File: src/i2c_codec_defs.svh
`ifndef I2C_CODEC_DEFS_SVH
`define I2C_CODEC_DEFS_SVH

// codec request field widths
`define CODEC_DEV_ADDR_W 7
`define CODEC_REG_ADDR_W 7
`define CODEC_REG_DATA_W 9

// one ack per byte on the wire
`define CODEC_ACK_SLOTS 3

// clk cycles per SCL half-period
// must be even and at least 4
`define CODEC_CLK_DIV 10

`endif
File: src/i2c_codec_pkg.sv
`default_nettype none

package i2c_codec_pkg;

  // single condition driven by the bit engine
  typedef enum logic [1:0] {
    op_start,
    op_stop,
    op_write,
    op_read
  } bus_op_e;

  // position within one codec register frame
  typedef enum logic [3:0] {
    ff_idle,
    ff_start,
    ff_dev_addr,
    ff_rd_wr,
    ff_ack,
    ff_reg_addr,
    ff_data,
    ff_stop,
    ff_output
  } frame_field_e;

endpackage

`default_nettype wire

File: src/i2c_bit_engine.sv
`timescale 1ns/100ps
`default_nettype none

`include "i2c_codec_defs.svh"

module i2c_bit_engine #(
  parameter int clk_div = `CODEC_CLK_DIV
) (
  input  logic                   clk,
  input  logic                   rst,
  input  i2c_codec_pkg::bus_op_e op,
  input  logic                   op_valid,
  input  logic                   tx_bit,
  input  logic                   sda_in,
  output logic                   op_done,
  output logic                   rx_bit,
  output logic                   scl,
  output logic                   sda_oe,
  output logic                   sda_out
);

  localparam int cnt_w = $clog2(clk_div);

  localparam logic [cnt_w-1:0] full_end = cnt_w'(clk_div - 1);
  localparam logic [cnt_w-1:0] half_end = cnt_w'(clk_div / 2 - 1);

  i2c_codec_pkg::bus_op_e op_q;

  logic             busy;
  logic             tx_q;
  logic [1:0]       phase;
  logic [1:0]       last_phase;
  logic [cnt_w-1:0] cnt;
  logic [cnt_w-1:0] phase_end;

  // phase count and length per condition
  always_comb begin
    last_phase = 2'd1;
    phase_end  = full_end;
    case (op_q)
      i2c_codec_pkg::op_start: last_phase = 2'd1;
      i2c_codec_pkg::op_stop:  last_phase = 2'd2;
      i2c_codec_pkg::op_write: begin
        last_phase = 2'd2;
        phase_end  = (phase == 2'd2) ? full_end : half_end;
      end
      default: begin
        last_phase = 2'd3;
        phase_end  = half_end;
      end
    endcase
  end

  always_ff @(posedge clk) begin
    if (rst) begin
      op_q    <= i2c_codec_pkg::op_start;
      busy    <= 1'b0;
      op_done <= 1'b0;
      phase   <= '0;
      cnt     <= '0;
      scl     <= 1'b1;
      sda_oe  <= 1'b1;
      sda_out <= 1'b1;
    end else begin
      op_done <= 1'b0;
      if (!busy) begin
        if (op_valid) begin
          busy  <= 1'b1;
          op_q  <= op;
          phase <= '0;
          cnt   <= '0;
          case (op)
            i2c_codec_pkg::op_start: begin
              scl     <= 1'b1;
              sda_oe  <= 1'b1;
              sda_out <= 1'b1;
            end
            i2c_codec_pkg::op_stop: begin
              scl     <= 1'b0;
              sda_oe  <= 1'b1;
              sda_out <= 1'b0;
            end
            default: scl <= 1'b0;
          endcase
        end
      end else if (cnt == phase_end) begin
        cnt <= '0;
        if (phase == last_phase) begin
          busy    <= 1'b0;
          op_done <= 1'b1;
          // stop leaves both lines high
          if (op_q != i2c_codec_pkg::op_stop) begin
            scl <= 1'b0;
          end
        end else begin
          phase <= phase + 2'd1;
          case (op_q)
            i2c_codec_pkg::op_start: sda_out <= 1'b0;
            i2c_codec_pkg::op_stop: begin
              if (phase == 2'd0) begin
                scl <= 1'b1;
              end else begin
                sda_out <= 1'b1;
              end
            end
            i2c_codec_pkg::op_write: begin
              if (phase == 2'd0) begin
                sda_oe  <= 1'b1;
                sda_out <= tx_q;
              end else begin
                scl <= 1'b1;
              end
            end
            default: begin
              if (phase == 2'd0) begin
                sda_oe <= 1'b0;
              end else if (phase == 2'd1) begin
                scl <= 1'b1;
              end
            end
          endcase
        end
      end else begin
        cnt <= cnt + 1'b1;
      end
    end
  end

  // bit to send, and SDA sampled mid SCL-high
  always_ff @(posedge clk) begin
    if (!busy && op_valid) begin
      tx_q <= tx_bit;
    end
    if (busy && op_q == i2c_codec_pkg::op_read && phase == 2'd2 && cnt == phase_end) begin
      rx_bit <= sda_in;
    end
  end

endmodule

`default_nettype wire

File: config.mk
export PLATFORM = sky130hd
export DESIGN_NAME = i2c_bit_engine
export DESIGN_NICKNAME = d
export VERILOG_FILES = /design/src/i2c_codec_pkg.sv /design/src/i2c_bit_engine.sv
export VERILOG_INCLUDE_DIRS = /design/src /design/src/src
export SDC_FILE = /design/constraint.sdc
export NUM_CORES = 1
export LEC_CHECK = 0
export CORE_ASPECT_RATIO = 1.25
export CORE_MARGIN = 3
export CORE_UTILIZATION = 35
export CTS_CLUSTER_SIZE = 14
export DETAILED_ROUTE_END_ITERATION = 16
export DONT_BUFFER_PORTS = 1
export GPL_ROUTABILITY_DRIVEN = 0
export SLEW_MARGIN = 10
export SYNTH_ARGS = -nofsm -noshare
export SYNTH_HDL_FRONTEND = slang
export SYNTH_SLANG_ARGS = --single-unit
File: constraint.sdc
create_clock -name clk -period 2.7 [get_ports clk]
set_input_delay 0.54 -clock clk [delete_from_list [all_inputs] [get_ports clk]]
set_output_delay 0.54 -clock clk [all_outputs]
set_load 0.05 [all_outputs]
==> impl_metrics.tcl, run 1 <==
set metrics [dict create \
    yosysTopAreaCell "dfxtp_1" \
    crit_start "op_q[1]" \
    fmax_mhz 437 \
    worstPathRequired_ns 2.89 \
    fillerInstances 298 \
    min_path_type "primary input to flop" \
    num_rows 21 \
    cts_buffer_depth 2 \
    grt_antenna_before_repair 0 \
    path_depth 7 \
    layout.nets 134 \
    path_cells "inv_1 -> ha_1 -> nor3_2 -> o21a_2 -> o221ai_4 -> or4b_1 -> o41ai_1" \
    drtPass1Iterations 4 \
    status "completed" \
    path_clk_slew_ns 0.10 \
    drtAntennaViolNets 0 \
    crit_fanout 9 \
    htreeDepth 1 \
    start_util 0.376 \
    dpl.hpwl_um 1700 \
    port_buffers 0 \
    drc 0 \
    post-route-util 0.391 \
    die_h_um 66.6 \
    cp_data_arrival_time_ns 2.48 \
    die_x_um 54.5 \
    cts_resized 0 \
    cpLargestDelayFamily "simple AND/OR/NAND/NOR gates" \
    postCtsSetupRepairBufs 0 \
    core_area_mm2 0.00273 \
    p_leak_nw 0.380 \
    cts_sinks 15 \
    cap_violations 0 \
    synth_cells 116 \
    insertion_delay_ns 0.29 \
    setup_violations 0 \
    power_density_mw_per_mm2 460 \
    cp_slowest_cell "or4b_1" \
    synthTopCellsByArea "dfxtp_1 25%, ha_1 13%, edfxtp_1 5.8%" \
    reg2reg_slack_ns 0.41 \
    ys_seq_elements 15 \
    min_period_ns 2.29 \
    relSlewSlack 0.613 \
    rsz0062_at_grt "false" \
    max_slew.worst_pin.slew_ns 0.566 \
    synth-seq-area-share 0.312 \
    vias 855 \
    ys_types 42 \
    synth_edf_count 2 \
    crit_path_end_kind "flop" \
    r2r_cells 7 \
    crit_type "flop to flop" \
    synth_top_area_frac 0.253 \
    globalRoute.totalOverflow 0 \
    area_growth_pct 4.02 \
    tns_ns 0 \
    cp-endpoint "phase[1]" \
    ys_async_sr_fraction 0 \
    viasPerCell 5.74 \
    numCtsBuffers 3 \
    ys.flop_type "dfxtp_1" \
    io_pins 12 \
    hp-start "rst" \
    slowest_delay_ns 0.53 \
    drt-wirelength-per-cell_um 15.2 \
    crit_buf_inv 1 \
    grt_pass1_wl_um 4050 \
    die-area_mm2 0.00363 \
    netlist_area_mm2 0.00103 \
    period_share 0.847 \
    synth_common_cells "13 x dfxtp_1, 12 x nor2_1, 11 x ha_1" \
    synth_nets 134 \
    drive_above_1_share 0.0957 \
    grt_max_degree 18 \
    ir_worst_vdd_mv 0.221 \
    r2r-end "phase[1]" \
    hold_viol 0 \
    tritoncts "built" \
    holdBufCountCts 0 \
    syn_avg_cell_area_um2 8.86 \
    grt_pass1_vias 875 \
    grtUsageTotal 0.150 \
    fin_worst_skew_ns 0.00528 \
    hold_slack_ns 0.307 \
    synth.most_common_cell "dfxtp_1" \
    routed_wl_um 2270 \
    r2r_start "op_q[1]" \
    drt_iter0_markers 31 \
    maxSlewViolCount 0 \
    startpoint_type "flop" \
    n_antenna_cell 0 \
    yosys_warnings 0 \
    root_buffer "clkbuf_4" \
]
## layout by cell type, fill, tap and decap left out, types with 2 or more instances in the layout
master	Yosys	routed
a21oi_1	7	7
a31oi_1	3	3
and3_1	2	2
clkbuf_4	0	3
dfxtp_1	13	13
edfxtp_1	2	2
ha_1	11	11
inv_1	8	8
nand2_1	10	10
nand3_1	2	2
nand4b_1	2	2
nor2_1	12	12
nor2b_1	2	2
nor3_1	4	4
nor3_2	3	3
nor4_1	2	2
o211ai_1	2	2
o21a_2	2	2
or3_1	2	2
xnor2_1	2	2
## stage by stage
step,power (mW),std cells,area [µm²],setup slack [ns]
3_5_place_dp,0.361,145,1040,0.443
2_1_floorplan,0.347,116,1030,0.690
3_3_place_gp,0.360,145,1040,0.497
5_1_grt,0.523,149,1070,0.233
4_1_cts,0.494,149,1070,0.416
6_report,0.491,149,1070,0.412
## per-layer routing
metal | track usage | vias to the layer above | share of wire
met3 | 0.0268 | 5 | 0.034
li1 | - | 422 | -
met4 | 0.0467 | 0 | 0.012
met5 | 0 | - | 0
met1 | 0.207 | 413 | 0.46
met2 | 0.232 | 15 | 0.49
## worst min path at each step
stage	end	slack (ns)	cells after the start
4_1_cts	op_q[0]	0.30	1
2_1_floorplan	cnt[0]	0.48	2
3_3_place_gp	op_q[0]	0.49	2
5_1_grt	op_q[0]	0.29	1
3_5_place_dp	cnt[0]	0.50	2
6_report	cnt[3]	0.31	1
## power breakdown
group	leakage (nW)	internal, mW	total [mW]	switching [mW]
clock network	0.0150	0.0575	0.135	0.0774
logic	0.241	0.0368	0.0923	0.0555
registers	0.125	0.236	0.264	0.0276
## cells by family after synthesis
family	after synthesis	synth area share
AOI/OAI and AO/OA	29	0.238
DFF	15	0.312
buffers and inverters	13	0.0560
xor gates and xnor gates	2	0.0171
adders and majority gates	11	0.134
muxes	1	0.00974
and+or+nand+nor	45	0.234
## final cells by class
cell class | count | area [µm²] | share of cell area
Multi-Input combinational cell | 88 | 649 | 0.608
Inverter | 8 | 30.0 | 0.0281
Tap cell | 34 | 42.5 | 0.0398
Clock buffer | 4 | 26.3 | 0.0246
Sequential cell | 15 | 320 | 0.300
## registers in the layout, summed over array words and instances (netlist names)
signal / cells
op_q: 2
phase: 2
busy: 1
op_done: 1
cnt: 4
rx_bit: 1
sda_out: 1
scl: 1
tx_q: 1
sda_oe: 1
Note: power is estimated with default switching activity, not from simulation.
==> run 2: changes to the inputs <==
Settings changed: ABC_AREA from default to 1.
Clock period 2.7 ns to 2.2 ns, I/O delays scaled along.
==> run 2 against run 1 <==
Die area is 5.3% lower. Combinational power is 120% higher. Synthesized cell count is 17% higher. First-iteration DRC count is 19% lower. Register-to-register slack worse by 0.11 ns. Final cell count is 16% higher. Fmax is 20% higher. Sequential cell count stayed put. Power is 44% higher. Setup slack worse by 0.11 ns. Global-route usage is 1.2 points lower. Core utilization is 1.9 points higher. Critical path type unchanged. Critical endpoint is now sda_oe.
==> impl_metrics.tcl, run 2 <==
set metrics [dict create \
    die_x_um 53.0 \
    layout.nets 159 \
    num_rows 20 \
    path_clk_slew_ns 0.09 \
    netlist_area_um2 967 \
    p_seq_frac 0.490 \
    path_cells "inv_1 -> ha_1 -> nor2_2 -> nand2_1 -> nand3_1 -> nand2_1 -> nor2_2 -> nand3_2 -> nand2_1 -> nand2_1 -> nand2_1 -> nand3_1" \
    htreeDepth 1 \
    synth-seq-area-share 0.331 \
    drt_iter0_markers 25 \
    maxSlewViolCount 0 \
    pre_cts_slack_ns 0.324 \
    finalPower_mw 0.708 \
    cp_slowest_cell "dfxtp_1" \
    stdcell_count 173 \
    die-area_mm2 0.00343 \
    synth_common_cells "33 x nand2_1, 20 x inv_1, 15 x nand3_1" \
    area_growth_pct 7.24 \
    n_antenna_cell 0 \
    synth.most_common_cell "nand2_1" \
    max_slew.worst_pin.slew_ns 0.507 \
    fmax_mhz 526 \
    cts_resized 0 \
    holdBufCountCts 0 \
    synth_cells 136 \
    synth_nets 154 \
    ir_worst_vdd_mv 0.368 \
    port_buffers 0 \
    p_leak_nw 0.471 \
    synth_top_area_frac 0.269 \
    root_buffer "clkbuf_4" \
    dpl.cell_count 169 \
    final_common_cell "nand2_1" \
    drive_above_1_share 0.0571 \
    setup_ws_ns 0.301 \
    ys_seq_elements 15 \
    drc 0 \
    fin_worst_skew_ns 0.00602 \
    slowest_delay_ns 0.41 \
    yosys_warnings 0 \
    grt_antenna_before_repair 0 \
    synthTopCellsByArea "dfxtp_1 27%, ha_1 14%, nand2_1 13%" \
    start_util 0.383 \
    reg.largest.list "cnt (4), op_q (2), phase (2)" \
    yosysTopAreaCell "dfxtp_1" \
    fillerInstances 272 \
    p_clk_frac 0.225 \
    grt_max_degree 13 \
    tritoncts "built" \
    grt_pass1_vias 837 \
    hold_viol 0 \
    routed_wl_um 2100 \
    ys_async_sr_fraction 0 \
    tns_ns 0 \
    drtAntennaViolNets 0 \
    drtPass1Iterations 4 \
    synth_edf_count 2 \
    insertion_delay_ns 0.28 \
    ys.flop_type "dfxtp_1" \
    p_comb_frac 0.285 \
    io_pins 12 \
    cts_sinks 15 \
    p_int_mw 0.441 \
    vias 856 \
    startpoint_type "flop" \
    reg2reg_slack_ns 0.30 \
    setup_violations 0 \
    syn_avg_cell_area_um2 7.11 \
    numCtsBuffers 3 \
    postCtsSetupRepairBufs 0 \
    swShare 0.377 \
    dpl.hpwl_um 1630 \
    ys_types 21 \
    core_area_mm2 0.00253 \
    power_density_mw_per_mm2 682 \
    crit_type "flop to flop" \
    regMostFlops "cnt" \
    period_share 0.863 \
    rsz0062_at_grt "false" \
    status "completed" \
    worstPathRequired_ns 2.37 \
    grtUsageTotal 0.139 \
    crit_top_cell "nand2_1" \
    relSlewSlack 0.662 \
    drt-wirelength-per-cell_um 12.1 \
    cap_violations 0 \
    viasPerCell 4.95 \
    grt_pass1_wl_um 3620 \
    globalRoute.totalOverflow 0 \
    most-common-layout-cells "33 x nand2_1, 20 x inv_1, 15 x nand3_1" \
    die_h_um 64.8 \
    min_path_type "primary input to flop" \
    cpLargestDelayFamily "simple AND/OR/NAND/NOR gates" \
    cts_buffer_depth 2 \
    crit_path_end_kind "flop" \
    largest_register_ffs 4 \
    crit_fanout 5 \
    crit_buf_inv 1 \
    cp_data_arrival_time_ns 2.07 \
    min_period_ns 1.90 \
    p_sw_mw 0.267 \
    post-route-util 0.410 \
]
==> run 2: cells by family after synthesis <==
kind of cell	count (synthesis)	share of synthesized area
XOR/XNOR	4	0.0362
buffers and inverters	21	0.0828
AO/OA/AOI/OAI	22	0.127
AND/OR/NAND/NOR	63	0.281
flip-flops	15	0.331
adder cells (fa/ha/maj)	11	0.142
==> run 2: power groups by stage <==
stage               Combinational, mW  Sequential [mW]  Clock, mW
finish                          0.202            0.347      0.159
global route                    0.231            0.351      0.179
floorplan                       0.159            0.350          0
CTS                             0.200            0.347      0.169
global placement                0.196            0.353          0
detailed placement              0.200            0.354          0
==> run 2: area by class of cell <==
type	count	area (µm²)	share of cell area
multi-input cells	100	567	0.546
flip-flops and latches	15	320	0.309
inverters	20	75.1	0.0724
well taps	33	41.3	0.0398
clock buffers	4	26.3	0.0253
repair buffers	1	7.51	0.00724
==> run 2: stage by stage <==
step / hold WS, ns / cell area [µm²]
after CTS: 0.198 / 1040
final: 0.211 / 1040
after floorplan: 0.438 / 967
after detailed placement: 0.451 / 1010
after global placement: 0.451 / 1010
after global routing: 0.194 / 1040
==> run 2: final timing paths <==
kind / start / end / cells past startpoint
worst max-delay path: op_q[1] / sda_oe / 12
worst min-delay path: rst / cnt[3] / 1
worst max register to register: op_q[1] / sda_oe / 12
worst min register to register: cnt[3] / cnt[3] / 2
==> run 2: routing by layer <==
metal  wire length (µm)  track usage
met5                  0            0
met3                103       0.0299
met1                951        0.181
met4                 19       0.0639
met2               1020        0.214
==> run 3: changes to the inputs <==
Settings changed: BUFFER_PORTS_ARGS from default to -buffer_cell sky130_fd_sc_hd__buf_2, CAP_MARGIN from default to 25, DONT_BUFFER_PORTS 1 to default, SLEW_MARGIN 10 to 5.
==> run 3 against run 2 <==
Non-clock buffer count up 11. Wire length up 2.1%. Final cell count up 6.4%. Register-to-register slack better by 0.02 ns. First-iteration DRC count down 4.0%. Die area unchanged. Sequential power down 8.4%. Core utilization up 2.2 points. Power up 3.0%. Setup slack better by 0.016 ns. Combinational power up 20%. Global-route usage up 0.14 points.
==> impl_metrics.tcl, run 3 (synthesis results as in run 2) <==
set metrics [dict create \
    p_sw_mw 0.279 \
    p_seq_frac 0.437 \
    tritoncts "built" \
    core_area_mm2 0.00253 \
    postCtsSetupRepairBufs 0 \
    hp-start "tx_bit" \
    p_leak_nw 0.512 \
    path_cells "inv_1 -> ha_1 -> nor2_2 -> nand2_1 -> nand3_1 -> nand2_1 -> nor2_2 -> nand3_2 -> nand2_1 -> nand2_1 -> nand2_1 -> nand3_1" \
    p_clk_frac 0.229 \
    dpl.cell_count 180 \
    drt_iter0_markers 24 \
    cap_violations 0 \
    r2r_cells 12 \
    regMostFlops "cnt" \
    routed_wl_um 2140 \
    p_int_mw 0.450 \
    hold_end "tx_q" \
    fin_worst_skew_ns 0.00136 \
    port_buffers 11 \
    stdcell_count 184 \
    setup_violations 0 \
    ir_worst_vdd_mv 0.316 \
    power_density_mw_per_mm2 667 \
    grtUsageTotal 0.140 \
    hold_slack_ns 0.319 \
    viasPerCell 4.97 \
    maxSlewViolCount 0 \
    grt_pass1_wl_um 3590 \
    n_antenna_cell 0 \
    htreeDepth 1 \
    p_comb_frac 0.334 \
    rsz0062_at_grt "false" \
    period_share 0.856 \
    cpLargestDelayFamily "simple AND/OR/NAND/NOR gates" \
    crit_fanout 5 \
    root_buffer "clkbuf_4" \
    startpoint_type "flop" \
    cts_sinks 15 \
    tns_ns 0 \
    final_common_cell "nand2_1" \
    max_slew.worst_pin.slew_ns 0.296 \
    io_pins 12 \
    slowest_delay_ns 0.42 \
    crit_path_end_kind "flop" \
    area_growth_pct 12.9 \
    die_h_um 64.8 \
    crit_buf_inv 1 \
    min_path_type "primary input to flop" \
    dpl.hpwl_um 1670 \
    post-route-util 0.432 \
    globalRoute.totalOverflow 0 \
    numCtsBuffers 3 \
    reg.largest.list "cnt (4), op_q (2), phase (2)" \
    cp_slowest_cell "dfxtp_1" \
    min_path_cells 1 \
    drc 0 \
    drive_above_1_share 0.126 \
    drtAntennaViolNets 0 \
    grt_max_degree 13 \
    num_rows 20 \
    cts_resized 0 \
    largest_register_ffs 4 \
    drt-wirelength-per-cell_um 11.6 \
    crit_top_cell "nand2_1" \
    vias 914 \
    swShare 0.383 \
    worstPathRequired_ns 2.38 \
    cts_buffer_depth 2 \
    crit_type "flop to flop" \
    insertion_delay_ns 0.29 \
    start_util 0.383 \
    most-common-layout-cells "33 x nand2_1, 20 x inv_1, 15 x nand3_1" \
    min_period_ns 1.88 \
    reg2reg_slack_ns 0.32 \
    drtPass1Iterations 4 \
    layout.nets 170 \
    status "completed" \
    die_x_um 53.0 \
    r2r_start "op_q[1]" \
    cp_data_arrival_time_ns 2.06 \
    die-area_mm2 0.00343 \
    path_clk_slew_ns 0.09 \
    fmax_mhz 531 \
    holdBufCountCts 0 \
    crit_start "op_q[1]" \
    hold_viol 0 \
    r2r-end "sda_oe" \
    grt_antenna_before_repair 0 \
    grt_pass1_vias 874 \
    relSlewSlack 0.802 \
]
==> run 3: cell type report <==
cell class	instances	area, µm²
clock buffers	4	26.3
multi-input cells	100	567
repair buffers	12	62.6
inverters	20	75.1
flip-flops and latches	15	320
well taps	33	41.3
fillers	266	1440
==> run 3: routing by layer <==
layer / vias up / GRT usage / wire length (µm) / share of wire
met5: - / 0 / 0 / 0
met4: 0 / 0.0671 / 50 / 0.023
met3: 5 / 0.0207 / 89 / 0.042
met2: 26 / 0.239 / 1070 / 0.50
met1: 413 / 0.166 / 939 / 0.44
li1: 470 / - / - / -
==> run 3: through the flow <==
stage | cell area, µm² | setup slack [ns] | power [mW]
2_1_floorplan | 967 | 0.591 | 0.509
3_3_place_gp | 1070 | 0.375 | 0.564
3_5_place_dp | 1070 | 0.304 | 0.566
4_1_cts | 1090 | 0.302 | 0.735
5_1_grt | 1090 | 0.107 | 0.784
6_report | 1090 | 0.316 | 0.729
==> run 3: worst max-delay path by stage <==
| stage | end | slack, ns | depth (start not counted) |
|---|---|---|---|
| final | sda_oe | 0.32 | 12 |
| after global routing | scl | 0.11 | 12 |
| after CTS | sda_oe | 0.30 | 12 |
| after detailed placement | sda_oe | 0.30 | 12 |
| after global placement | rx_bit | 0.38 | 9 |
| after floorplan | rx_bit | 0.59 | 9 |
==> run 3: power groups by stage <==
stage               Combinational, mW  Clock (mW)  Sequential (mW)
global placement                0.240           0            0.324
CTS                             0.244       0.173            0.319
finish                          0.243       0.167            0.318
detailed placement              0.241           0            0.325
global route                    0.275       0.186            0.322
floorplan                       0.159           0            0.350
