==> src/i2c_codec_defs.svh <==
`ifndef I2C_CODEC_DEFS_SVH
`define I2C_CODEC_DEFS_SVH

// codec request field widths
`define CODEC_DEV_ADDR_W 7
`define CODEC_REG_ADDR_W 7
`define CODEC_REG_DATA_W 9

// one ack per byte on the wire
`define CODEC_ACK_SLOTS 3

// clk cycles per SCL half-period
// must be even and at least 4
`define CODEC_CLK_DIV 10

`endif
==> src/i2c_codec_pkg.sv <==
`default_nettype none

package i2c_codec_pkg;

  // single condition driven by the bit engine
  typedef enum logic [1:0] {
    op_start,
    op_stop,
    op_write,
    op_read
  } bus_op_e;

  // position within one codec register frame
  typedef enum logic [3:0] {
    ff_idle,
    ff_start,
    ff_dev_addr,
    ff_rd_wr,
    ff_ack,
    ff_reg_addr,
    ff_data,
    ff_stop,
    ff_output
  } frame_field_e;

endpackage

`default_nettype wire

==> src/i2c_frame_sequencer.sv <==
`timescale 1ns/100ps
`default_nettype none

`include "i2c_codec_defs.svh"

module i2c_frame_sequencer (
  input  logic                         clk,
  input  logic                         rst,
  input  logic [`CODEC_DEV_ADDR_W-1:0] din_device_address,
  input  logic                         din_rd_wr,
  input  logic [`CODEC_REG_ADDR_W-1:0] din_register_address,
  input  logic [`CODEC_REG_DATA_W-1:0] din_register_data,
  input  logic                         din_valid,
  output logic                         din_ready,
  output logic [`CODEC_REG_DATA_W-1:0] dout_register_data,
  output logic [ `CODEC_ACK_SLOTS-1:0] dout_acks_received,
  output logic                         dout_valid,
  input  logic                         dout_ready,
  output i2c_codec_pkg::bus_op_e       op,
  output logic                         op_valid,
  output logic                         tx_bit,
  input  logic                         op_done,
  input  logic                         rx_bit
);

  localparam int ack_w = $clog2(`CODEC_ACK_SLOTS);

  localparam logic [3:0] dev_last  = 4'(`CODEC_DEV_ADDR_W - 1);
  localparam logic [3:0] reg_last  = 4'(`CODEC_REG_ADDR_W - 1);
  localparam logic [3:0] data_last = 4'(`CODEC_REG_DATA_W - 1);

  i2c_codec_pkg::frame_field_e state;

  logic                         busy;
  logic                         accept;
  logic [3:0]                   bit_cnt;
  logic [ack_w-1:0]             ack_cnt;
  logic [`CODEC_DEV_ADDR_W-1:0] dev_q;
  logic                         rd_wr_q;
  logic [`CODEC_REG_ADDR_W-1:0] reg_q;
  logic [`CODEC_REG_DATA_W-1:0] data_q;

  assign accept = din_valid & din_ready;

  // one bus op per field step, only when the engine is free
  assign op_valid = ~busy & (state != i2c_codec_pkg::ff_idle)
                          & (state != i2c_codec_pkg::ff_output);

  always_comb begin
    op     = i2c_codec_pkg::op_write;
    tx_bit = 1'b1;
    case (state)
      i2c_codec_pkg::ff_start:    op = i2c_codec_pkg::op_start;
      i2c_codec_pkg::ff_dev_addr: tx_bit = dev_q[`CODEC_DEV_ADDR_W-1];
      i2c_codec_pkg::ff_rd_wr:    tx_bit = rd_wr_q;
      i2c_codec_pkg::ff_ack:      op = i2c_codec_pkg::op_read;
      i2c_codec_pkg::ff_reg_addr: tx_bit = reg_q[`CODEC_REG_ADDR_W-1];
      i2c_codec_pkg::ff_data: begin
        if (rd_wr_q) begin
          op = i2c_codec_pkg::op_read;
        end else begin
          tx_bit = data_q[`CODEC_REG_DATA_W-1];
        end
      end
      i2c_codec_pkg::ff_stop:     op = i2c_codec_pkg::op_stop;
      default: begin
      end
    endcase
  end

  always_ff @(posedge clk) begin
    if (rst) begin
      state      <= i2c_codec_pkg::ff_idle;
      busy       <= 1'b0;
      din_ready  <= 1'b0;
      dout_valid <= 1'b0;
      bit_cnt    <= '0;
      ack_cnt    <= '0;
    end else begin
      if (op_valid) begin
        busy <= 1'b1;
      end
      if (op_done) begin
        busy <= 1'b0;
      end

      case (state)
        i2c_codec_pkg::ff_idle: begin
          if (accept) begin
            din_ready <= 1'b0;
            bit_cnt   <= '0;
            ack_cnt   <= '0;
            state     <= i2c_codec_pkg::ff_start;
          end else begin
            din_ready <= 1'b1;
          end
        end
        i2c_codec_pkg::ff_start: begin
          if (op_done) begin
            state <= i2c_codec_pkg::ff_dev_addr;
          end
        end
        i2c_codec_pkg::ff_dev_addr: begin
          if (op_done) begin
            bit_cnt <= bit_cnt + 4'd1;
            if (bit_cnt == dev_last) begin
              bit_cnt <= '0;
              state   <= i2c_codec_pkg::ff_rd_wr;
            end
          end
        end
        i2c_codec_pkg::ff_rd_wr: begin
          if (op_done) begin
            state <= i2c_codec_pkg::ff_ack;
          end
        end
        i2c_codec_pkg::ff_ack: begin
          if (op_done) begin
            ack_cnt <= ack_cnt + 1'b1;
            case (ack_cnt)
              ack_w'(0): state <= i2c_codec_pkg::ff_reg_addr;
              ack_w'(1): state <= i2c_codec_pkg::ff_data;
              default:   state <= i2c_codec_pkg::ff_stop;
            endcase
          end
        end
        i2c_codec_pkg::ff_reg_addr: begin
          if (op_done) begin
            bit_cnt <= bit_cnt + 4'd1;
            if (bit_cnt == reg_last) begin
              bit_cnt <= '0;
              state   <= i2c_codec_pkg::ff_data;
            end
          end
        end
        i2c_codec_pkg::ff_data: begin
          // data bit 8 closes the second byte, bit 0 the third
          if (op_done) begin
            bit_cnt <= bit_cnt + 4'd1;
            if (bit_cnt == 4'd0 || bit_cnt == data_last) begin
              state <= i2c_codec_pkg::ff_ack;
            end
          end
        end
        i2c_codec_pkg::ff_stop: begin
          if (op_done) begin
            dout_valid <= 1'b1;
            state      <= i2c_codec_pkg::ff_output;
          end
        end
        i2c_codec_pkg::ff_output: begin
          if (dout_ready) begin
            dout_valid <= 1'b0;
            state      <= i2c_codec_pkg::ff_idle;
          end
        end
        default: state <= i2c_codec_pkg::ff_idle;
      endcase
    end
  end

  // request fields and response payload
  always_ff @(posedge clk) begin
    if (accept) begin
      dev_q              <= din_device_address;
      rd_wr_q            <= din_rd_wr;
      reg_q              <= din_register_address;
      data_q             <= din_register_data;
      dout_register_data <= '0;
    end
    if (op_done) begin
      case (state)
        i2c_codec_pkg::ff_dev_addr: dev_q <= dev_q << 1;
        i2c_codec_pkg::ff_reg_addr: reg_q <= reg_q << 1;
        // slave pulls SDA low to acknowledge
        i2c_codec_pkg::ff_ack: dout_acks_received[ack_cnt] <= ~rx_bit;
        i2c_codec_pkg::ff_data: begin
          if (rd_wr_q) begin
            dout_register_data <= {dout_register_data[`CODEC_REG_DATA_W-2:0], rx_bit};
          end else begin
            data_q <= data_q << 1;
          end
        end
        default: begin
        end
      endcase
    end
  end

endmodule

`default_nettype wire

==> config.mk <==
export PLATFORM = sky130hd
export DESIGN_NAME = i2c_frame_sequencer
export DESIGN_NICKNAME = d
export VERILOG_FILES = /design/src/i2c_codec_pkg.sv /design/src/i2c_frame_sequencer.sv
export VERILOG_INCLUDE_DIRS = /design/src /design/src/src
export SDC_FILE = /design/constraint.sdc
export NUM_CORES = 1
export LEC_CHECK = 0
export BUFFER_PORTS_ARGS = -buffer_cell sky130_fd_sc_hd__buf_4
export CAP_MARGIN = 20
export CORE_ASPECT_RATIO = 1.75
export CORE_MARGIN = 8
export CORE_UTILIZATION = 45
export DETAILED_ROUTE_END_ITERATION = 12
export GPL_TIMING_DRIVEN = 0
export PLACE_DENSITY = 0.71
export SLEW_MARGIN = 30
export SYNTH_ARGS = -nofsm -noshare
export SYNTH_HDL_FRONTEND = slang
export SYNTH_SLANG_ARGS = --single-unit
==> constraint.sdc <==
create_clock -name clk -period 1.92 [get_ports clk]
set_clock_uncertainty 0.1 [all_clocks]
set_input_delay 0.192 -clock clk [delete_from_list [all_inputs] [get_ports clk]]
set_output_delay 0.192 -clock clk [all_outputs]
set_load 0.02 [all_outputs]
==> summary.md, run 1 <==
| Metric | Value |
|---|---|
| DR vias | about 2100 |
| Die ar. | ~8000 µm² |
| Hold path startpoint | din_register_address[0] |
| Total wire length | 5.52 mm |
| Placed insts | ~380 |
| R2R Setup Slk | between 0.05 and 0.06 ns |
| Vias in the first global route | about 2100 |
| Slew HR | 0.612 |
| Die Width | 71.1 µm |
| Total power after layout | between 3 and 4 mW |
| Pins Over Slew Limit | 0 |
| Worst-path fanout max | 10 |
| Num ports | 48 |
| Number of inserted diodes | 0 |
| Worst Path Arrival | roughly 2.0 ns |
| Met3 GRT Util | 0.0295 |
| H-tree levels | 2 |
| Met1 Usage GRT | 0.139 |
| PwrDens | 1090 nW/µm² |
| Sequential element share of the synthesized area | 0.426 |
| Post-Synthesis Cells | 274 |
| Period utilisation layout | 0.972 |
| Avg Cell Area, Syn | ~8.7 µm² |
| CTS clk-pin slew, worst paths | 0.09 ns |
| Syn nets | roughly 310 |
| Rows | 35 |
| Status | finished clean |
| Critical setup path kind | register to register |
| P&R area growth vs syn | 25.3% |
| CTS sink count | 49 |
| DR vias/cell | around 5.4 |
| Prevailing post-synth register cell | dfxtp_1 |
| Drt wl/cell | 14.3 µm |
| Clock root buffer | clkbuf_8 |
| Worst Path Required | slightly above 2 ns |
| Final #Nets | roughly 370 |
| Final min period | 1.87 ns |
| CTS tree | done |
| Synth Warn # | 0 |
| #FFs+latches synth | 49 |
| Congestion Overflow GR | 0 |
| IO buf count | 46 |
| Top-area cell type share of the netlist area | 0.376 |
| Yosys top cell by area | dfxtp_1 |
| Reg-to-Reg End | ack_cnt[1]$_SDFFE_PP0P_ |
| Min-delay worst type | input port to register |
| Fraction of layout cells with a size suffix above 1 | 0.276 |
| Fmax | approximately 540 MHz |
| Max Cap Viol | 0 |
| TritonRoute pass-1 iters | 4 |
| Most frequent cells after synthesis | dfxtp_1, nand2_1, o21ai_0 |
| Area contributors post-synth | dfxtp_1, mux2i_1, nand2_1 |
| Crit Reg-Reg Startpoint | state[0]$_SDFFE_PP0P_ |
| First-pass GRT wire length | 9.05 mm |
| Finished Layout Cells | 385 |
| Drt drc | 0 |
| Busiest grt layer | met2 |
| Placed inst area | ~2800 µm² |
| Fillers | roughly 500 |
| GP Congestion | 0.810 |
| CP Launch Type | register |
| Yosys cell types | just under 50 |
| Top-count cell post-synth | dfxtp_1 |
| Longest Clk Path Bufs | 2 |
| Hold depth | 3 |
| Met2 GRT Util | 0.260 |
| Design Area, Final | about 3000 µm² |
| Hold path endpoint | reg_q[0]$_DFF_P_ |
| Synthesized area | 2390 µm² |
| Starting Density | 0.460 |
| Core area | between 5000 and 6000 µm² |
| Final Hold Fails | 0 |
| Largest net degree at the start of global routing | 16 |
| Synth async-reset ratio | 0 |
| Slew of the pin with the lowest slew margin | just under 0.6 ns |
| Endpoints failing setup | 0 |
| Leakage power | around 1.2 nW |
| Max VDD drop | roughly 530 µV |
| Initial antenna violation count | 0 |
| Routed Antenna Nets | 0 |
| GRT Total Usage | 0.137 |
| EDFF count, synth | 4 |
| Initial DRC count | about 150 |
| Worst r2r path cells | 5 |
| Crit. End Element | register |
| CTS buffer count | 5 |
| HPWL Detailed | 4.11 mm |
| Clk_lat worst skew | between 0.2 and 0.3 ns |
| Die extent in y | around 110 µm |
-- logic make-up after synthesis --
| family | synth area share |
|---|---|
| xor+xnor | 0.00366 |
| compound gates | 0.136 |
| simple gates | 0.232 |
| flops | 0.426 |
| mux | 0.108 |
| buf+inv | 0.0569 |
| fa+ha+maj | 0.0366 |
-- metal layers --
| metal | wire length (µm) | vias up | part of all wire |
|---|---|---|---|
| met5 | 0 | - | 0 |
| li1 | - | 1071 | - |
| met4 | 48 | 0 | 0.0087 |
| met1 | 2200 | 968 | 0.40 |
| met3 | 225 | 4 | 0.041 |
| met2 | 3040 | 38 | 0.55 |
-- sequential cells by signal, indices dropped and copies added (netlist names) --
signal,cells
busy,1
dev_q,7
rd_wr_q,1
ack_cnt,2
data_q,9
reg_q,7
bit_cnt,4
din_ready,1
dout_valid,1
dout_acks_received,3
state,4
dout_register_data,9
-- metrics by stage --
| step | hold slack, ns | setup TNS (ns) | util | setup slack [ns] |
|---|---|---|---|---|
| 5_1_grt | 0.0575 | -0.0102 | 0.576 | -0.00532 |
| 3_5_place_dp | 0.282 | -1.22 | 0.539 | -0.143 |
| 6_report | 0.0512 | 0 | 0.576 | 0.0531 |
| 3_3_place_gp | 0.286 | -0.978 | 0.539 | -0.128 |
| 2_1_floorplan | 0.191 | 0 | - | 0.0198 |
| 4_1_cts | 0.0420 | 0 | 0.566 | 0.00385 |
-- critical path, stage by stage (launching register included) --
cell and delay, ns:
dfxtp_4 0.38, buf_2 0.19, or2_2 0.33, a211oi_1 0.35
mux2_2 0.38, nor2_1 0.08
-- worst max-delay path by stage --
stage                          startpoint                      end  slack [ns]
finish              state[0]$_SDFFE_PP0P_  ack_cnt[1]$_SDFFE_PP0P_        0.05
global route        state[1]$_SDFFE_PP0P_         reg_q[3]$_DFF_P_      -0.005
CTS                 state[2]$_SDFFE_PP0P_                   tx_bit       0.004
detailed placement  state[3]$_SDFFE_PP0P_    state[0]$_SDFFE_PP0P_       -0.14
global placement    state[3]$_SDFFE_PP0P_    state[0]$_SDFFE_PP0P_       -0.13
floorplan           state[1]$_SDFFE_PP0P_    state[0]$_SDFFE_PP0P_        0.02
-- repair_timing --
| action | in CTS | in global routing |
|---|---|---|
| setup endpoints to repair | 30 | 9 |
| endpoints found under the hold margin | 1 | 0 |
| pin swaps | 2 | 2 |
| gates resized for setup | 11 | 18 |
| setup buffers | 4 | 1 |
| hold buffers | 1 | 0 |
-- where the power goes --
group	switching [mW]	internal (mW)
Sequential	0.168	1.33
Clock	0.332	0.257
Combinational	0.580	0.595
-- area by class of cell --
| cell class | count | area, µm² | share of cell area |
|---|---|---|---|
| Clock buffer | 6 | 72.6 | 0.0242 |
| Sequential cell | 49 | 1030 | 0.345 |
| Tap cell | 55 | 68.8 | 0.0229 |
| Timing Repair Buffer | 52 | 397 | 0.132 |
| Inverter | 10 | 37.5 | 0.0125 |
| Buffer | 15 | 81.3 | 0.0271 |
| Clock inverter | 2 | 15.0 | 0.00500 |
| Multi-Input combinational cell | 196 | 1290 | 0.431 |
-- cell usage in the layout (no fill, tap or decap), types with 3 or more instances in the layout --
master,synthesis,layout
o21ai_0,24,24
nand3_1,15,15
nand2b_1,5,5
a21oi_1,13,12
ha_1,7,7
clkbuf_1,10,7
dfxtp_1,45,40
nand2_1,41,40
clkbuf_8,0,5
edfxtp_1,4,4
buf_2,4,3
buf_4,0,50
nor2_1,15,15
mux2i_1,22,22
nand4b_1,3,3
nand3b_1,3,3
and3_1,3,3
nand4_1,5,5
inv_1,9,8
dfxtp_4,0,3
nor2b_1,5,4
Note: power is estimated with default switching activity, not from simulation.
==> run 2: changes to the inputs <==
CAP_MARGIN = 25   (was 20)
RECOVER_POWER = 100   (was unset)
==> summary.md, run 2 (synthesis gave the netlist of run 1 again) <==
| Metric | Value |
|---|---|
| Clock root buffer | clkbuf_8 |
| Status | finished clean |
| CTS clk-pin slew, worst paths | 0.09 ns (about the same) |
| Cell chain of the critical path | buf_2 > or2_2 > a211oi_1 > mux2_2 > nor2_1 |
| Vias in the first global route | 2056 (unchanged) |
| Initial antenna violation count | 0 (unchanged) |
| Die ar. | 8000 µm² (unchanged) |
| Placed insts | 375 (unchanged) |
| Initial DRC count | 141 (-2.8%) |
| Net switching share of the total power | 0.333 (+0.00218) |
| Slowest stage delay, CP | 0.38 ns (about the same) |
| Max VDD drop | 540 µV (+2.4%) |
| Gate power share | 0.358 (-0.002) |
| Pins Over Slew Limit | 0 (unchanged) |
| PwrDens | 1110 nW/µm² (+1.8%) |
| Finished Layout Cells | 385 (unchanged) |
| HPWL Detailed | 4.11 mm (unchanged) |
| Die Width | 71.1 µm (unchanged) |
| Max Cap Viol | 0 (unchanged) |
| Design Area, Final | 2950 µm² (-1.8%) |
| CP Launch Type | register |
| CTS sink count | 49 (unchanged) |
| Routed Antenna Nets | 0 (unchanged) |
| WHS | 0.0484 ns (-0.00277 ns) |
| Num ports | 48 (unchanged) |
| P&R area growth vs syn | 23.1% |
| Drt wl/cell | 14.4 µm (+0.51%) |
| Fraction of layout cells with a size suffix above 1 | 0.233 (-0.0424) |
| Crit. End Element | register |
| Slew of the pin with the lowest slew margin | 0.599 ns (+0.0163 ns) |
| Final min period | 1.87 ns (+0.00195 ns) |
| Final Hold Fails | 0 (unchanged) |
| Rows | 35 (unchanged) |
| Biggest regs | data_q: 9 flops, dout_register_data: 9 flops |
| Sequential share of power | 0.460 (about the same) |
| Buf+Inv Stages, Crit Path | 1 (unchanged) |
| Largest net degree at the start of global routing | 16 (unchanged) |
| Period utilisation layout | 0.973 (+0.00101) |
| TritonRoute pass-1 iters | 4 (unchanged) |
| Die extent in y | 113 µm (unchanged) |
| GRT Total Usage | 0.137 (unchanged) |
| Starting Density | 0.460 (unchanged) |
| Number of inserted diodes | 0 (unchanged) |
| Longest Clk Path Bufs | 2 (unchanged) |
| Clk_lat worst skew | 0.29 ns (about the same) |
| DR vias/cell | 5.41 (about the same) |
| Leakage power | 1.18 nW (-4.8%) |
| Total wire length | 5.55 mm (+0.51%) |
| Commonest cells after routing, fill and taps aside | nand2_1, dfxtp_1, buf_4 |
| Slew HR | 0.601 (-0.0108) |
| Fmax | 535 MHz (-0.10%) |
| Worst-path fanout max | 10 (unchanged) |
| Drt drc | 0 (unchanged) |
| Endpoints failing setup | 0 (unchanged) |
| Congestion Overflow GR | 0 (unchanged) |
| IO buf count | 46 (unchanged) |
| Placed inst area | 2810 µm² (unchanged) |
| H-tree levels | 2 (unchanged) |
| GP Congestion | 0.810 (unchanged) |
| Fillers | 515 (+2.2%) |
| Total power after layout | 3.27 mW (about the same) |
| Slowest cell on crit path | dfxtp_4 |
| DR vias | 2083 (+0.096%) |
| Final #Nets | 366 (unchanged) |
| Clk pwr share | 0.182 (+0.002) |
| First-pass GRT wire length | 9.05 mm (unchanged) |
| Critical setup path kind | register to register |
| Min-delay worst type | input port to register |
| Register area | 1030 µm² (unchanged) |
| Worst Path Arrival | 2.00 ns (about the same) |
| Top Family by Delay on Critical Path | simple AND/OR/NAND/NOR gates |
| CTS tree | done |
| Worst Path Required | 2.05 ns (about the same) |
| Multi-input gate area | 1290 µm² (unchanged) |
| Net switching power | 1.09 mW (+0.65%) |
| CTS buffer count | 5 (unchanged) |
| Cell Int Power | 2.18 mW (-0.33%) |
| Core area | 5210 µm² (unchanged) |
==> run 2: layout make-up <==
cell class / count / area share
Clock inverter: 2 / 0.00509
Timing Repair Buffer: 52 / 0.117
Clock buffer: 6 / 0.0246
Tap cell: 55 / 0.0233
Buffer: 15 / 0.0276
Inverter: 10 / 0.0127
Sequential cell: 49 / 0.351
Multi-Input combinational cell: 196 / 0.439
==> run 2: final timing paths <==
kind / slack, ns / to / cells past startpoint / from
worst min-delay path: 0.05 / reg_q[0]$_DFF_P_ / 3 / din_register_address[0]
worst max register to register: 0.05 / ack_cnt[1]$_SDFFE_PP0P_ / 5 / state[0]$_SDFFE_PP0P_
worst max-delay path: 0.05 / ack_cnt[1]$_SDFFE_PP0P_ / 5 / state[0]$_SDFFE_PP0P_
worst min register to register: 0.36 / dout_register_data[8]$_DFF_P_ / 2 / dout_register_data[8]$_DFF_P_
==> run 2: timing repair <==
| action | in CTS | in global routing |
|---|---|---|
| hold buffers | 1 | 0 |
| hold endpoints to repair | 1 | 0 |
| pin swaps | 2 | 2 |
| setup buffers | 4 | 1 |
| endpoints found under the setup margin | 30 | 9 |
| resized for setup | 11 | 18 |
| cloned | 0 | 0 |
==> run 2: worst min-delay path, stage by stage <==
cell     delay, ns
buf_4         0.11
nand2_1       0.05
a21oi_1       0.05
==> run 2: metrics by stage <==
step                      setup WS, ns  TNS (ns)  utilization
after floorplan                 0.0198         0            -
after global placement          -0.128    -0.978        0.539
after detailed placement        -0.143     -1.22        0.539
after CTS                      0.00385         0        0.566
after global routing          -0.00532   -0.0102        0.566
final                           0.0511         0        0.566
==> run 2: power by group through the flow <==
| stage | clock network (mW) | logic (mW) | registers (mW) |
|---|---|---|---|
| global route | 0.650 | 1.28 | 1.54 |
| finish | 0.593 | 1.17 | 1.50 |
| detailed placement | 0 | 1.08 | 1.50 |
| floorplan | 0 | 0.811 | 1.47 |
| global placement | 0 | 1.06 | 1.49 |
| CTS | 0.622 | 1.14 | 1.50 |
==> run 2: metal layers <==
| layer | routed length, µm | vias up | track usage |
|---|---|---|---|
| met4 | 48 | 0 | 0.0503 |
| met1 | 2230 | 970 | 0.139 |
| met5 | 0 | - | 0 |
| met2 | 3050 | 34 | 0.260 |
| li1 | - | 1075 | - |
| met3 | 218 | 4 | 0.0295 |
==> run 3: changes to the inputs <==
CAP_MARGIN = 10   (was 25)
PLACE_DENSITY = 0.68   (was 0.71)
clock period = 2.4 ns   (was 1.92 ns; I/O delays follow)
==> summary.md, run 3 (synthesis gave the netlist of run 1 again) <==
| Metric | Value |
|---|---|
| Status | finished clean |
| Max Cap Viol | 0 (unchanged) |
| Net switching share of the total power | 0.322 (-0.0109) |
| Num ports | 48 (unchanged) |
| Longest Clk Path Bufs | 2 (unchanged) |
| CTS tree | done |
| First-pass GRT wire length | 8.87 mm (-2.1%) |
| Routed Antenna Nets | 0 (unchanged) |
| Die ar. | 8000 µm² (unchanged) |
| Critical setup path kind | register to output port |
| Reg-to-Reg End | state[0]$_SDFFE_PP0P_ |
| Hold path startpoint | din_rd_wr |
| RSZ-0062 raised after global routing | no |
| CP Launch Type | register |
| Biggest regs | data_q: 9 flops, dout_register_data: 9 flops |
| Total wire length | 5.31 mm (-4.2%) |
| Final WS setup | 0.120 ns (+0.0690 ns) |
| CTS buffer count | 5 (unchanged) |
| Vias in the first global route | 2015 (-2.0%) |
| Starting Density | 0.460 (unchanged) |
| R2R Setup Slk | 0.20 ns (+0.15 ns) |
| Final min period | roughly 2.3 ns |
| Hold depth | 1 (-2) |
| Clk pwr share | 0.226 (+0.044) |
| Cts repair resizes | 0 (-11) |
| Clock root buffer | clkbuf_8 |
| P&R area growth vs syn | 18.6% |
| WHS | 0.0543 ns (+0.00591 ns) |
| Fillers | 525 (+1.9%) |
| GRT Total Usage | 0.134 (-0.00323) |
| Clk_lat worst skew | 0.29 ns (about the same) |
| Die Width | 71.1 µm (unchanged) |
| Final Hold Fails | 0 (unchanged) |
| H-tree levels | 2 (unchanged) |
| DR vias | 2060 (-1.1%) |
| TritonRoute pass-1 iters | 4 (unchanged) |
| Final #Nets | 364 (-0.55%) |
| Register area | 1020 µm² (-1.3%) |
| Total power after layout | 2.56 mW (-22%) |
| Worst Path Required | 2.06 ns (about the same) |
| Post-CTS Hold Fix Bufs | 0 (-1) |
| Multi-input gate area | 1230 µm² (-4.8%) |
| Post-CTS Setup Bufs | 0 (-4) |
| Crit. End Element | output port |
| Drt drc | 0 (unchanged) |
| CTS clk-pin slew, worst paths | 0.09 ns (about the same) |
| Worst r2r path cells | 7 (+2) |
| Die extent in y | 113 µm (unchanged) |
| GP Congestion | 0.823 (+1.7%) |
| Crit Reg-Reg Startpoint | state[1]$_SDFFE_PP0P_ |
| Worst Path Arrival | 1.94 ns (-0.06 ns) |
| IO buf count | 46 (unchanged) |
| Fraction of layout cells with a size suffix above 1 | 0.143 (-0.0900) |
| Initial antenna violation count | 0 (unchanged) |
| Number of inserted diodes | 0 (unchanged) |
| Worst-path fanout max | 10 (unchanged) |
| Initial DRC count | 112 (-21%) |
| Drt wl/cell | 13.9 µm (-3.7%) |
| Cell Int Power | 1.74 mW (-20%) |
| Slew of the pin with the lowest slew margin | 0.567 ns (-0.0324 ns) |
| Core area | 5210 µm² (unchanged) |
| CP startpoint | state[2]$_SDFFE_PP0P_ |
| Setup TNS | 0 ns (unchanged) |
| Leading cell type in the layout, fill and taps excluded | dfxtp_1 |
| Commonest cells after routing, fill and taps aside | dfxtp_1, nand2_1, clkbuf_1 |
| Period utilisation layout | 0.950 |
| HPWL Detailed | 4.10 mm (-0.25%) |
| Slew HR | 0.622 (+0.0216) |
| Net switching power | 824 µW (-24%) |
| Worst slack, placed | 0.339 ns (+0.482 ns) |
| Sequential share of power | 0.460 (about the same) |
| Fmax | 439 MHz |
| CTS sink count | 49 (unchanged) |
| Leakage power | 1.12 nW (-5.2%) |
| DR vias/cell | 5.38 (-0.59%) |
| Min-delay worst type | input port to register |
| Largest net degree at the start of global routing | 16 (unchanged) |
| Gate power share | 0.314 (-0.044) |
| Endpoints failing setup | 0 (unchanged) |
| PwrDens | 902 nW/µm² (-19%) |
| Congestion Overflow GR | 0 (unchanged) |
| Rows | 35 (unchanged) |
| Max VDD drop | 426 µV (-21%) |
| Hold path endpoint | rd_wr_q$_DFFE_PP_ |
| Pins Over Slew Limit | 0 (unchanged) |
-- run 3: changes by cell type in the layout (fill, tap and decap cells not counted), moves of 3 or more --
cell      before  now
dfxtp_4        3    0
buf_4         34   27
clkbuf_2       4    1
clkbuf_1      22   32
dfxtp_1       40   45
-- run 3: area by class of cell --
cell class                 instances  share of cell area
multi-input combinational        196               0.434
sequential                        49               0.359
timing repair buffer              46              0.0996
buffer                            19              0.0308
clock buffer                       5              0.0242
tap                               55              0.0242
clock inverter                     3              0.0145
inverter                          10              0.0132
-- run 3: metrics by stage --
step / cell area (µm²) / cells / util
floorplan: 2390 / 274 / -
global placement: 2810 / 375 / 0.539
detailed placement: 2810 / 375 / 0.539
CTS: 2920 / 383 / 0.560
global route: 2840 / 383 / 0.545
finish: 2840 / 383 / 0.545
-- run 3: power groups by stage --
stage / clock [mW] / sequential, mW / combinational, mW
5_1_grt: 0.625 / 1.21 / 0.901
3_3_place_gp: 0 / 1.19 / 0.855
3_5_place_dp: 0 / 1.20 / 0.863
2_1_floorplan: 0 / 1.18 / 0.648
4_1_cts: 0.598 / 1.18 / 0.867
6_report: 0.580 / 1.18 / 0.803
-- run 3: worst max path at each step --
| stage | end | slack [ns] | depth (start not counted) |
|---|---|---|---|
| 2_1_floorplan | state[0]$_SDFFE_PP0P_ | 0.40 | 7 |
| 3_3_place_gp | state[0]$_SDFFE_PP0P_ | 0.33 | 7 |
| 3_5_place_dp | state[0]$_SDFFE_PP0P_ | 0.34 | 7 |
| 4_1_cts | tx_bit | 0.11 | 5 |
| 5_1_grt | tx_bit | 0.004 | 5 |
| 6_report | tx_bit | 0.12 | 5 |
-- run 3: routing by layer --
metal | global-route usage | routed length [µm] | share of wire
met1 | 0.135 | 2140 | 0.40
met2 | 0.248 | 2870 | 0.54
met3 | 0.0384 | 233 | 0.044
met4 | 0.0490 | 69 | 0.013
met5 | 0 | 0 | 0
-- run 3: critical path, cell delays in order (launching register included) --
cell      delay (ns)
dfxtp_1         0.45
clkbuf_1        0.42
mux2_2          0.39
a21oi_1         0.14
nand2_1         0.09
buf_4           0.16
